--- src/rtl/mem_pkg.sv ---
// Memory controller shared types
`default_nettype none

package mem_pkg;

	////////////////////
	// CPU side

	// One CPU bus cycle, strobes have no handshake
	typedef struct packed {
		logic [15:0] addr;
		logic [7:0]  wdata;
		logic        wr;
		logic        rd;
	} cpu_bus_t;

	// Decoded target of a CPU access
	typedef enum logic [1:0] {
		REGION_WRAM,
		REGION_PPU,
		REGION_JOY,
		REGION_NONE
	} region_e;

	// PPU register index, address bits 2:0
	typedef enum logic [2:0] {
		REG_CTRL1,
		REG_CTRL2,
		REG_STATUS,
		REG_OAM_ADDR,
		REG_OAM_DATA,
		REG_SCROLL,
		REG_VADDR,
		REG_VDATA
	} ppu_reg_e;

	// Decoded access
	// offset holds the folded work RAM address, or the pad number in bit 0
	typedef struct packed {
		region_e     region;
		ppu_reg_e    reg_idx;
		logic [10:0] offset;
		logic [7:0]  wdata;
		logic        wr;
		logic        rd;
	} cpu_acc_t;

	////////////////////
	// PPU side

	// Nametable mirroring
	typedef enum logic {
		MIRROR_H,
		MIRROR_V
	} mirror_e;

	// Button levels of both pads
	typedef logic [1:0][7:0] joy_buttons_t;

	// Reads from here up bypass the read buffer
	localparam logic [15:0] PALETTE_BASE = 16'h3F00;

endpackage

`default_nettype wire

--- src/rtl/vram_mirror.sv ---
// Video address mirroring
`timescale 1ns/1ps
`default_nettype none

module vram_mirror import mem_pkg::*; #(
	parameter int VRAM_AW = 14
) (
	input  logic [15:0]        addr,
	input  mirror_e            mode,
	output logic [VRAM_AW-1:0] index
);

	logic [15:0] folded;

	always_comb begin
		// 16 KB space repeats above 0x3FFF
		folded = {2'b00, addr[13:0]};

		if (folded >= PALETTE_BASE) begin
			// Palette repeats every 32 bytes
			folded[7:5] = 3'b000;
			// Sprite backdrop entries alias the background ones
			if (folded[1:0] == 2'b00) begin
				folded[4] = 1'b0;
			end
		end else if (folded[13]) begin
			// 0x3000-0x3EFF lands on 0x2000
			folded[12] = 1'b0;
			// Two physical tables, quadrant bit chosen by mode
			if (mode == MIRROR_H) begin
				folded[10] = 1'b0;
			end else begin
				folded[11] = 1'b0;
			end
		end
	end

	assign index = folded[VRAM_AW-1:0];

endmodule

`default_nettype wire

--- src/rtl/ppu_reg_file.sv ---
// PPU register file
`timescale 1ns/1ps
`default_nettype none

module ppu_reg_file import mem_pkg::*; #(
	parameter int VRAM_AW = 14
) (
	input  logic               clk,
	input  logic               rst,
	input  cpu_acc_t           acc,
	input  logic [7:0]         ppu_status,
	input  mirror_e            mirror_mode,
	input  logic [7:0]         vram_rdata,
	input  logic [7:0]         oam_rdata,
	output logic [7:0]         ppu_ctrl1,
	output logic [7:0]         ppu_ctrl2,
	output logic [15:0]        ppu_scroll,
	output logic [VRAM_AW-1:0] vram_cpu_addr,
	output logic               vram_we,
	output logic [7:0]         oam_cpu_addr,
	output logic               oam_we,
	output logic [7:0]         reg_rdata,
	output logic               status_read
);

	logic       ppu_sel;
	logic       ppu_wr;
	logic       ppu_rd;
	logic       vdata_acc;
	logic       oam_acc;
	logic       toggle;
	logic [15:0] vaddr;
	logic [7:0] vbuf;
	logic       vbuf_pend;
	logic [7:0] vbuf_cur;
	logic       pal_hit;
	logic [7:0] rd_byte;
	ppu_reg_e   idx_q;
	logic       pal_q;
	logic [7:0] hold_q;
	logic [7:0] oam_addr_q;

	////////////////////
	// Access decode

	assign ppu_sel = (acc.region == REGION_PPU);
	assign ppu_wr = ppu_sel && acc.wr;
	assign ppu_rd = ppu_sel && acc.rd;

	// Data ports move their address on reads and writes
	assign vdata_acc = ppu_sel && (acc.reg_idx == REG_VDATA) && (acc.wr || acc.rd);
	assign oam_acc = ppu_sel && (acc.reg_idx == REG_OAM_DATA) && (acc.wr || acc.rd);

	assign vram_we = ppu_wr && (acc.reg_idx == REG_VDATA);
	assign oam_we = ppu_wr && (acc.reg_idx == REG_OAM_DATA);
	assign status_read = ppu_rd && (acc.reg_idx == REG_STATUS);

	// CPU side VRAM index
	vram_mirror #(.VRAM_AW(VRAM_AW)) u_cpu_mirror (
		.addr  (vaddr),
		.mode  (mirror_mode),
		.index (vram_cpu_addr)
	);

	assign oam_cpu_addr = oam_addr_q;

	////////////////////
	// Control state

	always_ff @(posedge clk or negedge rst) begin
		if (!rst) begin
			ppu_ctrl1 <= 8'h00;
			ppu_ctrl2 <= 8'h00;
			ppu_scroll <= 16'h0000;
			vaddr <= 16'h0000;
			toggle <= 1'b0;
			oam_addr_q <= 8'h00;
		end else begin
			if (ppu_wr) begin
				case (acc.reg_idx)
					REG_CTRL1: ppu_ctrl1 <= acc.wdata;
					REG_CTRL2: ppu_ctrl2 <= acc.wdata;
					REG_OAM_ADDR: oam_addr_q <= acc.wdata;
					REG_SCROLL: begin
						// X first, then Y
						if (toggle) begin
							ppu_scroll[15:8] <= acc.wdata;
						end else begin
							ppu_scroll[7:0] <= acc.wdata;
						end
						toggle <= ~toggle;
					end
					REG_VADDR: begin
						// High byte first
						if (toggle) begin
							vaddr[7:0] <= acc.wdata;
						end else begin
							vaddr[15:8] <= acc.wdata;
						end
						toggle <= ~toggle;
					end
					default: begin
					end
				endcase
			end

			// Status read restarts the two-write sequence
			if (status_read) begin
				toggle <= 1'b0;
			end

			// Step of 32 walks down a nametable column
			if (vdata_acc) begin
				vaddr <= vaddr + (ppu_ctrl1[2] ? 16'd32 : 16'd1);
			end

			// Wraps at 256
			if (oam_acc) begin
				oam_addr_q <= oam_addr_q + 8'd1;
			end
		end
	end

	////////////////////
	// Read buffer

	// RAM byte of the last data read lands one cycle late
	assign vbuf_cur = vbuf_pend ? vram_rdata : vbuf;
	assign pal_hit = ({2'b00, vaddr[13:0]} >= PALETTE_BASE);

	always_ff @(posedge clk or negedge rst) begin
		if (!rst) begin
			vbuf <= 8'h00;
			vbuf_pend <= 1'b0;
			idx_q <= REG_CTRL1;
			pal_q <= 1'b0;
		end else begin
			if (vbuf_pend) begin
				vbuf <= vram_rdata;
			end
			vbuf_pend <= ppu_rd && (acc.reg_idx == REG_VDATA);
			if (ppu_rd) begin
				idx_q <= acc.reg_idx;
				pal_q <= pal_hit;
			end
		end
	end

	// Register byte as it stood at the sample edge
	always_comb begin
		case (acc.reg_idx)
			REG_CTRL1: rd_byte = ppu_ctrl1;
			REG_CTRL2: rd_byte = ppu_ctrl2;
			REG_STATUS: rd_byte = ppu_status;
			REG_OAM_ADDR: rd_byte = oam_addr_q;
			REG_SCROLL: rd_byte = ppu_scroll[7:0];
			REG_VADDR: rd_byte = vaddr[7:0];
			REG_VDATA: rd_byte = vbuf_cur;
			default: rd_byte = 8'h00;
		endcase
	end

	always_ff @(posedge clk) begin
		if (ppu_rd) begin
			hold_q <= rd_byte;
		end
	end

	// Sprite data and palette bytes come straight from RAM
	always_comb begin
		if (idx_q == REG_OAM_DATA) begin
			reg_rdata = oam_rdata;
		end else if ((idx_q == REG_VDATA) && pal_q) begin
			reg_rdata = vram_rdata;
		end else begin
			reg_rdata = hold_q;
		end
	end

endmodule

`default_nettype wire

--- config.mk ---
export PLATFORM = sky130hd
export DESIGN_NAME = ppu_reg_file
export DESIGN_NICKNAME = d
export VERILOG_FILES = /design/src/rtl/mem_pkg.sv /design/src/rtl/vram_mirror.sv /design/src/rtl/ppu_reg_file.sv
export SDC_FILE = /design/constraint.sdc
export NUM_CORES = 1
export LEC_CHECK = 0
export ABC_AREA = 1
export BUFFER_PORTS_ARGS = -buffer_cell sky130_fd_sc_hd__buf_2
export CORE_MARGIN = 10
export CORE_UTILIZATION = 26
export DETAILED_ROUTE_END_ITERATION = 7
export PLACE_DENSITY_LB_ADDON = 0.3
export SYNTH_ARGS = -nofsm -noshare
export SYNTH_HDL_FRONTEND = slang
export SYNTH_SLANG_ARGS = --single-unit
--- constraint.sdc ---
create_clock -name clk -period 1.71 [get_ports clk]
set_input_delay 0.342 -clock clk [delete_from_list [all_inputs] [get_ports clk]]
set_output_delay 0.342 -clock clk [all_outputs]
set_load 0.01 [all_outputs]
==> flow_summary.ini, run 1 <==
[run_status]
outcome = finished with violations
violations = negative setup slack

[cts]
clock-sinks = 76
cts_buffers = 9
cts_tree = yes
h-tree-depth = 3
root_buffer = clkbuf_16
clock_path_buffers = 2
clk_pin_slew_ns = 0.07
clk_latency_ns = 0.34

[place]
routabilityCongestion = 0.917
dp_slack_ns = 0.0185
hpwl_mm = 11.9
place_inst = 902
io_buffers = 106

[routing]
wl_per_cell_um = 16.3
drc_errors = 0
viasPerCell = 4.50
wl_mm = 15.0
dr.pass1.iters = 4
vias = 4165
drtIter0Drc = 271
postRouteAntennaNets = 0

[worst_setup_path]
r2r-start = vbuf_pend
rrSetupSlack_ns = 0.15
crit_required_ns = 1.37
r2r_end = hold_q[5]
startpoint_type = flop
crit_fanout = 4
worstPathArrival_ns = 1.43
crit_type = flop to output port
end_kind = output port
reg2regPathDepth = 7

[floorplan]
start_util_pct = 26.6
num_io_pins = 118
rows = 46
die_w_um = 148
dieArea_um2 = 21800
dieHeight_um = 148
core-area_um2 = 15900

[sta]
tns_ns = -0.367
setup_viol = 14
hold_ws_ns = 0.0157
hold_viol_final = 0
slew_headroom_pct = 72.3
fin_ws_ns = -0.0621
clock_skew_ns = 0.00804
slew_viol_final = 0
max_freq_mhz = 564
period_share_pct = 104
rsz0062_at_grt = true
worst_pin_slew_ns = 0.412
min_period_ns = 1.77

[synth]
yosysTopAreaCell = dfrtp_1
seq_area_frac_synth_pct = 45.9
syn-instance-count = 570
synth_nets = 627
async_flop_share_pct = 89.5
yosys-top-cells-area = dfrtp_1 40%, nand2_1 16%, nand3_1 6.1%
yosys.area.top_type_share_pct = 40.2
ys_warn_count = 0
synth.most_common_cell = nand2_1
syn_area_per_cell_um2 = 7.43
synth_edf_count = 8
yosys_register_bits = 76
ys_types = 37
synth_ff_type = dfrtp_1
synthTopCellsByCount = 178 x nand2_1, 68 x dfrtp_1, 61 x inv_1
mappedNetlistArea_um2 = 4230

[grt]
grt_max_degree = 69
grt_pass1_wl_mm = 23.6
grt_usage_pct = 13.8
antenna_found_initial = 0
grt_pass1_vias = 4088
overflow = 0

[power]
cellLeakagePower_nw = 2.90
p_total_mw = 6.55
power_density_nw_per_um2 = 1150
peakVddDrop_mv = 0.523

[cells_and_area]
instances_no_fill = 925
finalNetCount = 760
area_delta_synth_final_pct = 34.4
drive_gt1_share_pct = 28.3

[worst_hold_path]
hold_class = input pin to async pin

[job]
cap_violations = 0
[cell type report]
class | count | area (um2)
inverters | 72 | 275
well taps | 216 | 270
fillers | 1707 | 10300
repair buffers | 142 | 883
clock buffers | 10 | 250
diodes | 2 | 5.00
flip-flops and latches | 76 | 1940
clock inverters | 5 | 65.1
multi-input cells | 402 | 2000
[registers in the layout, summed over array words and instances (netlist names)]
register and flops:
oam_cpu_addr 8, ppu_scroll 16, pal_q 1, vbuf 8, ppu_ctrl2 8, idx_q 3
toggle 1, ppu_ctrl1 8, vbuf_pend 1, hold_q 8, vaddr 14
[cell families (layout without fill, tap and decap cells)]
| family | after synthesis | count (layout) | share of synthesized area [%] |
|---|---|---|---|
| and+or+nand+nor | 293 | 293 | 29.7 |
| AOI/OAI and AO/OA | 97 | 97 | 12.3 |
| buffers and inverters | 92 | 229 | 9.19 |
| DFF | 76 | 76 | 45.9 |
| xor gates and xnor gates | 7 | 7 | 1.45 |
| adders and majority gates | 4 | 4 | 1.18 |
| muxes | 1 | 1 | 0.266 |
| other | 0 | 2 | 0 |
[worst max-delay path by stage]
stage                       startpoint          endpoint  slack, ns  cells after the start
final                        vaddr[10]  vram_cpu_addr[4]      -0.06                      6
after floorplan           ppu_ctrl1[2]         vaddr[12]       0.20                     11
after global placement        vaddr[9]  vram_cpu_addr[4]       0.02                      6
after detailed placement       acc[24]          vaddr[2]       0.02                     12
after CTS                     vaddr[9]  vram_cpu_addr[4]      -0.09                      6
after global routing          idx_q[1]      reg_rdata[2]      -0.15                      5
[power by group]
part           leakage (nW)  internal (mW)  total, mW  switching [mW]
sequential            0.927           2.21       2.61           0.398
clock                 0.155           1.23       2.05           0.819
combinational          1.81          0.798       1.90            1.10
total                  2.90           4.24       6.55            2.32
[cells in the final DEF (no fill, tap or decap), drive strengths merged]
cell / netlist / final
clkbuf: 6 / 10
bufinv: 0 / 1
or2: 1 / 1
a22oi: 1 / 1
dfrtp: 68 / 68
edfxtp: 8 / 8
a211oi: 1 / 1
a31oi: 9 / 9
nor3: 3 / 3
nand3b: 1 / 1
nand2: 184 / 184
o211ai: 1 / 1
ha: 4 / 4
o21ai: 69 / 69
xor2: 6 / 6
inv: 67 / 70
o21bai: 1 / 1
diode: 0 / 2
nand4: 5 / 5
xnor2: 1 / 1
buf: 14 / 142
o2bb2ai: 3 / 3
a22o: 1 / 1
a21oi: 11 / 11
clkinv: 5 / 6
mux2: 1 / 1
nor2: 45 / 45
nand3: 54 / 54
[per-stage QoR]
| step | instance area, um2 | utilization (%) |
|---|---|---|
| 3_5_place_dp | 5180 | 32.5 |
| 5_1_grt | 5690 | 35.7 |
| 2_1_floorplan | 4230 | - |
| 4_1_cts | 5570 | 34.9 |
| 6_report | 5690 | 35.7 |
| 3_3_place_gp | 5180 | 32.5 |
[metal layers]
metal | part of all wire (%) | GRT usage [%] | vias up
met5 | 0 | 0 | -
met4 | 1.6 | 4.76 | 0
met3 | 5.5 | 2.59 | 22
met2 | 45 | 21.4 | 113
met1 | 48 | 18.7 | 1916
li1 | - | - | 2114
[what timing repair did]
item / in CTS / in global routing
setup endpoints to repair: 15 / 23
pin swaps: 4 / 3
buffers inserted: 2 / 4
gates resized for setup: 16 / 24
hold buffers: 0 / 0
[critical path: stages, from the launching register on]
cell and delay (ns):
dfrtp_1 0.36, nand3_2 0.11, nor2_4 0.13, nand3_4 0.14, inv_6 0.13, a31oi_4 0.08, buf_6 0.13
Power figures use the tool's default switching activity.
==> inputs of run 2 (changes only) <==
==> constraint.sdc (replaced) <==
create_clock -name clk -period 2 [get_ports clk]
set_input_delay 0.4 -clock clk [delete_from_list [all_inputs] [get_ports clk]]
set_output_delay 0.4 -clock clk [all_outputs]
set_load 0.01 [all_outputs]
==> run 2 against run 1 <==
The run now ends clean. Cell area is 4.2% lower. First-iteration DRC count grew 12%. Largest power group unchanged. Combinational power fell by 22%. Clock-buffer cell count down 1. Highest routed layer unchanged.
==> flow_summary.ini, run 2 (synthesized netlist as in run 1, its figures left out) <==
[run_status]
outcome = finished, final reports clean

[grt]
antenna_found_initial = 0
grtUsageMet3_pct = 3.39
grt_pass1_vias = 4110
globalRoute.busiestLayer = met2
grt_max_degree = 55
grt_pass1_wl_mm = 23.7
grt_use_met2_pct = 21.7
overflow = 0
grtUsageMet1_pct = 18.4
grt_usage_pct = 13.7

[cells_and_area]
multi_input_area_um2 = 1930
n_antenna_cell = 0
final_common_cell = nand2_1
drive_gt1_share_pct = 24.3
seq_area_um2 = 1940
finalNetCount = 743
largest-register = ppu_scroll
mostFrequentLayoutCells = 177 x nand2_1, 106 x buf_2, 68 x dfrtp_1
num-fill-cells = 1752
area_delta_synth_final_pct = 28.7
largest_reg_flops = 16
largest_registers = ppu_scroll (16), vaddr (14)

[place]
routabilityCongestion = 0.914
dp_slack_ns = 0.0960
hpwl_mm = 11.9
io_buffers = 106

[floorplan]
dieHeight_um = 148
core-area_um2 = 15900
dieArea_um2 = 21800
num_io_pins = 118
start_util_pct = 26.6
rows = 46
die_w_um = 148

[sta]
worst_pin_slew_ns = 0.410
clock_skew_ns = 0.0101
fin_ws_ns = 0.113
max_freq_mhz = 530
slew_viol_final = 0
tns_ns = 0
period_share_pct = 94.4
slew_headroom_pct = 72.4
rsz0062_at_grt = false
min_period_ns = 1.89
hold_viol_final = 0
setup_viol = 0

[worst_setup_path]
crit_type = flop to output port
crit_fanout = 5
crit_required_ns = 1.60
end_kind = output port
worstPathArrival_ns = 1.49
startpoint_type = flop

[routing]
drc_errors = 0
wl_per_cell_um = 16.4
postRouteAntennaNets = 0
vias = 4093
viasPerCell = 4.51
wl_mm = 14.9
drtIter0Drc = 303
dr.pass1.iters = 4

[cts]
clock-sinks = 76
clk_latency_ns = 0.34
cts_tree = yes
root_buffer = clkbuf_16
clk_pin_slew_ns = 0.07
clock_path_buffers = 2
h-tree-depth = 3
cts_buffers = 9

[job]
cap_violations = 0

[power]
peakVddDrop_mv = 0.459
cellLeakagePower_nw = 2.81
power_density_nw_per_um2 = 1030

[worst_hold_path]
hold_class = input pin to flop
run 2: layer usage:
metal / wire, um / up-vias
met5: 0 / -
met4: 180 / 0
met3: 936 / 12
met2: 6780 / 123
met1: 7010 / 1879
li1: - / 2079
run 2: report_power, final:
part	leakage, nW	internal [mW]	total (mW)	switching (mW)
Combinational	1.71	0.591	1.48	0.890
Clock	0.171	1.23	1.92	0.690
Sequential	0.928	1.89	2.22	0.335
run 2: stage by stage:
step / hold WS, ns / instances / instance area (um2) / utilization, % / power, mW
2_1_floorplan: 0.104 / 570 / 4230 / - / 3.04
3_3_place_gp: 0.347 / 889 / 5060 / 31.7 / 3.72
3_5_place_dp: 0.345 / 889 / 5060 / 31.7 / 3.73
4_1_cts: 0.289 / 907 / 5430 / 34.1 / 5.67
5_1_grt: 0.313 / 907 / 5450 / 34.2 / 5.97
6_report: 0.293 / 907 / 5450 / 34.2 / 5.62
run 2: worst paths after layout:
kind | slack, ns | endpoint | cells after the start | startpoint
setup / recovery | 0.11 | vram_cpu_addr[4] | 6 | vaddr[10]
hold / removal | 0.29 | ppu_ctrl2[7] | 3 | acc[9]
setup reg to reg | 0.33 | hold_q[0] | 5 | vbuf_pend
hold reg to reg | 0.49 | ppu_scroll[9] | 2 | ppu_scroll[9]
max in group asynchronous | 0.84 | idx_q[2] | 3 | rst
min in group asynchronous | 0.52 | ppu_ctrl1[4] | 2 | rst
run 2: repair_timing:
action | in CTS | in global routing
gates resized for setup | 3 | 5
setup endpoints to repair | 7 | 12
buffers inserted | 1 | 0
pin swaps | 0 | 1
hold buffers | 1 | 0
gates cloned | 0 | 0
hold endpoints to repair | 14 | 0
run 2: area by class of cell:
type	count	area share, %
repair buffers	125	12.6
well taps	216	4.96
flip-flops and latches	76	35.6
multi-input cells	402	35.4
clock inverters	7	2.25
clock buffers	9	4.13
inverters	72	4.96
run 2: critical path, stage by stage, from the launching register on:
cell	delay [ns]
dfrtp_1	0.37
nand3_2	0.13
nor2_4	0.17
nand3_4	0.13
inv_2	0.11
a31oi_1	0.09
buf_2	0.15
==> inputs of run 3 (changes only) <==
--- a/config.mk
+++ b/config.mk
@@ -11,6 +11,8 @@
 export CORE_UTILIZATION = 26
 export DETAILED_ROUTE_END_ITERATION = 7
 export PLACE_DENSITY_LB_ADDON = 0.3
+export RECOVER_POWER = 50
+export REMOVE_ABC_BUFFERS = 1
 export SYNTH_ARGS = -nofsm -noshare
 export SYNTH_HDL_FRONTEND = slang
 export SYNTH_SLANG_ARGS = --single-unit
==> run 3 against run 2 <==
Clock-buffer cell count grew 3. Critical path depth unchanged. Sequential power is essentially flat. First-iteration DRC count grew 29%. Global-route usage decreased by 0.12 points. Highest routed layer unchanged. Cell count stayed put. Clock skew down 0.0044 ns. Critical path type unchanged. Combinational power down 3%. The flow now finishes with violations (max-capacitance violations, max-slew violations). Non-clock buffer count did not move.
==> flow_summary.ini, run 3 (synthesized netlist as in run 1, its figures left out) <==
[run_status]
outcome = finished with violations
violations = max-capacitance violations, max-slew violations

[power]
p_total_mw = 5.25
clkPwrFrac_pct = 30.1
internal_power_mw = 3.39
peakVddDrop_mv = 0.520
p_comb_share_pct = 27.5
switching_share_pct = 35.4
seq_power_share_pct = 42.4
power_density_nw_per_um2 = 983
switchingPower_mw = 1.86
cellLeakagePower_nw = 2.73

[cells_and_area]
seq_area_um2 = 1940
mostFrequentLayoutCells = 178 x nand2_1, 95 x buf_2, 68 x dfrtp_1
finalNetCount = 743
largest_reg_flops = 16
largest_registers = ppu_scroll (16), vaddr (14)
final_common_cell = nand2_1
instances_no_fill = 907
n_antenna_cell = 0
multi_input_area_um2 = 1920
area_delta_synth_final_pct = 26.2
drive_gt1_share_pct = 21.7
largest-register = ppu_scroll
num-fill-cells = 1768

[sta]
period_share_pct = 94.8
clock_skew_ns = 0.00570
setup_viol = 0
min_period_ns = 1.90
worst_pin_slew_ns = 1.76
hold_ws_ns = 0.305
slew_viol_final = 69
rsz0062_at_grt = false
tns_ns = 0
slew_headroom_pct = -17.4
max_freq_mhz = 527
fin_ws_ns = 0.104
hold_viol_final = 0

[worst_setup_path]
end_kind = output port
r2r_end = vaddr[10]
r2r-start = ppu_ctrl1[2]
cp_slowest_cell = dfrtp_1
rrSetupSlack_ns = 0.33
crit_fanout = 5
worstPathArrival_ns = 1.50
crit_required_ns = 1.60
reg2regPathDepth = 8
crit_type = flop to output port
startpoint_type = flop
cp_slowest_stage_delay_ns = 0.38
cp_cell_sequence = nand3_2 > nor2_4 > nand3_4 > inv_1 > a31oi_1 > buf_2

[routing]
wl_per_cell_um = 16.2
viasPerCell = 4.52
wl_mm = 14.7
drtIter0Drc = 392
drc_errors = 0
dr.pass1.iters = 4
postRouteAntennaNets = 0
vias = 4102

[grt]
grt_usage_pct = 13.6
grt_max_degree = 69
grt_pass1_vias = 3990
grt_pass1_wl_mm = 23.2
overflow = 0
antenna_found_initial = 0

[job]
cap_violations = 1

[cts]
clock_path_buffers = 2
h-tree-depth = 3
clk_latency_ns = 0.34
clock-sinks = 76
cts_buffers = 9
clk_pin_slew_ns = 0.06
cts_tree = yes
root_buffer = clkbuf_16
cts_hold_buf = 0

[floorplan]
start_util_pct = 26.6
dieArea_um2 = 21800
dieHeight_um = 148
num_io_pins = 118
die_w_um = 148
rows = 46
core-area_um2 = 15900

[place]
dp_slack_ns = 0.194
place_inst = 889
hpwl_mm = 11.5
io_buffers = 106
routabilityCongestion = 0.865

[worst_hold_path]
hold_path_depth = 3
min_to = ppu_ctrl2[7]
min_from = acc[9]
hold_class = input pin to flop
==> run 3: final cells by class <==
class | count | share of cell area [%]
timing repair buffer | 125 | 12.1
tap | 216 | 5.06
sequential | 76 | 36.3
multi-input combinational | 402 | 36.0
clock buffer | 12 | 5.01
clock inverter | 4 | 0.422
inverter | 72 | 5.06
==> run 3: through the flow <==
stage                     utilization (%)  area (um2)
final                                33.5        5340
after global routing                 33.5        5340
after CTS                            33.6        5360
after detailed placement             31.7        5060
after global placement               31.7        5060
after floorplan                         -        4120
==> run 3: power groups by stage <==
stage	Sequential, mW	Clock, mW	Combinational (mW)
after floorplan	2.28	0	0.691
after global placement	2.23	0	1.46
after detailed placement	2.24	0	1.47
after CTS	2.21	1.63	1.49
after global routing	2.27	1.69	1.65
final	2.22	1.58	1.44
==> run 3: worst max path at each step <==
stage | from | end | slack (ns) | cells after the start
2_1_floorplan | acc[24] | vaddr[2] | 0.40 | 10
3_3_place_gp | acc[24] | oam_cpu_addr[4] | 0.21 | 9
3_5_place_dp | acc[24] | oam_cpu_addr[4] | 0.19 | 9
4_1_cts | vaddr[10] | vram_cpu_addr[4] | 0.04 | 6
5_1_grt | pal_q | reg_rdata[6] | 0.002 | 5
6_report | vaddr[10] | vram_cpu_addr[4] | 0.10 | 6
==> run 3: per-layer routing <==
metal | global-route usage (%) | vias up | share of wire (%)
li1 | - | 2065 | -
met1 | 18.6 | 1924 | 49
met2 | 20.9 | 103 | 45
met3 | 3.75 | 10 | 5.7
met4 | 2.82 | 0 | 0.92
met5 | 0 | - | 0
==> run 3: worst max-delay path, delay by kind of cell, from the launching register on <==
kind            cells  cell delay [ns]
simple gates        3             0.40
compound gates      1             0.09
buf+inv             2             0.28
flops               1             0.38
==> run 3: repair_timing <==
item | CTS | global route
endpoints found under the setup margin | 5 | 13
resized for setup | 2 | 4
gates cloned | 0 | 0
buffers inserted | 1 | 1
pin swaps | 0 | 1
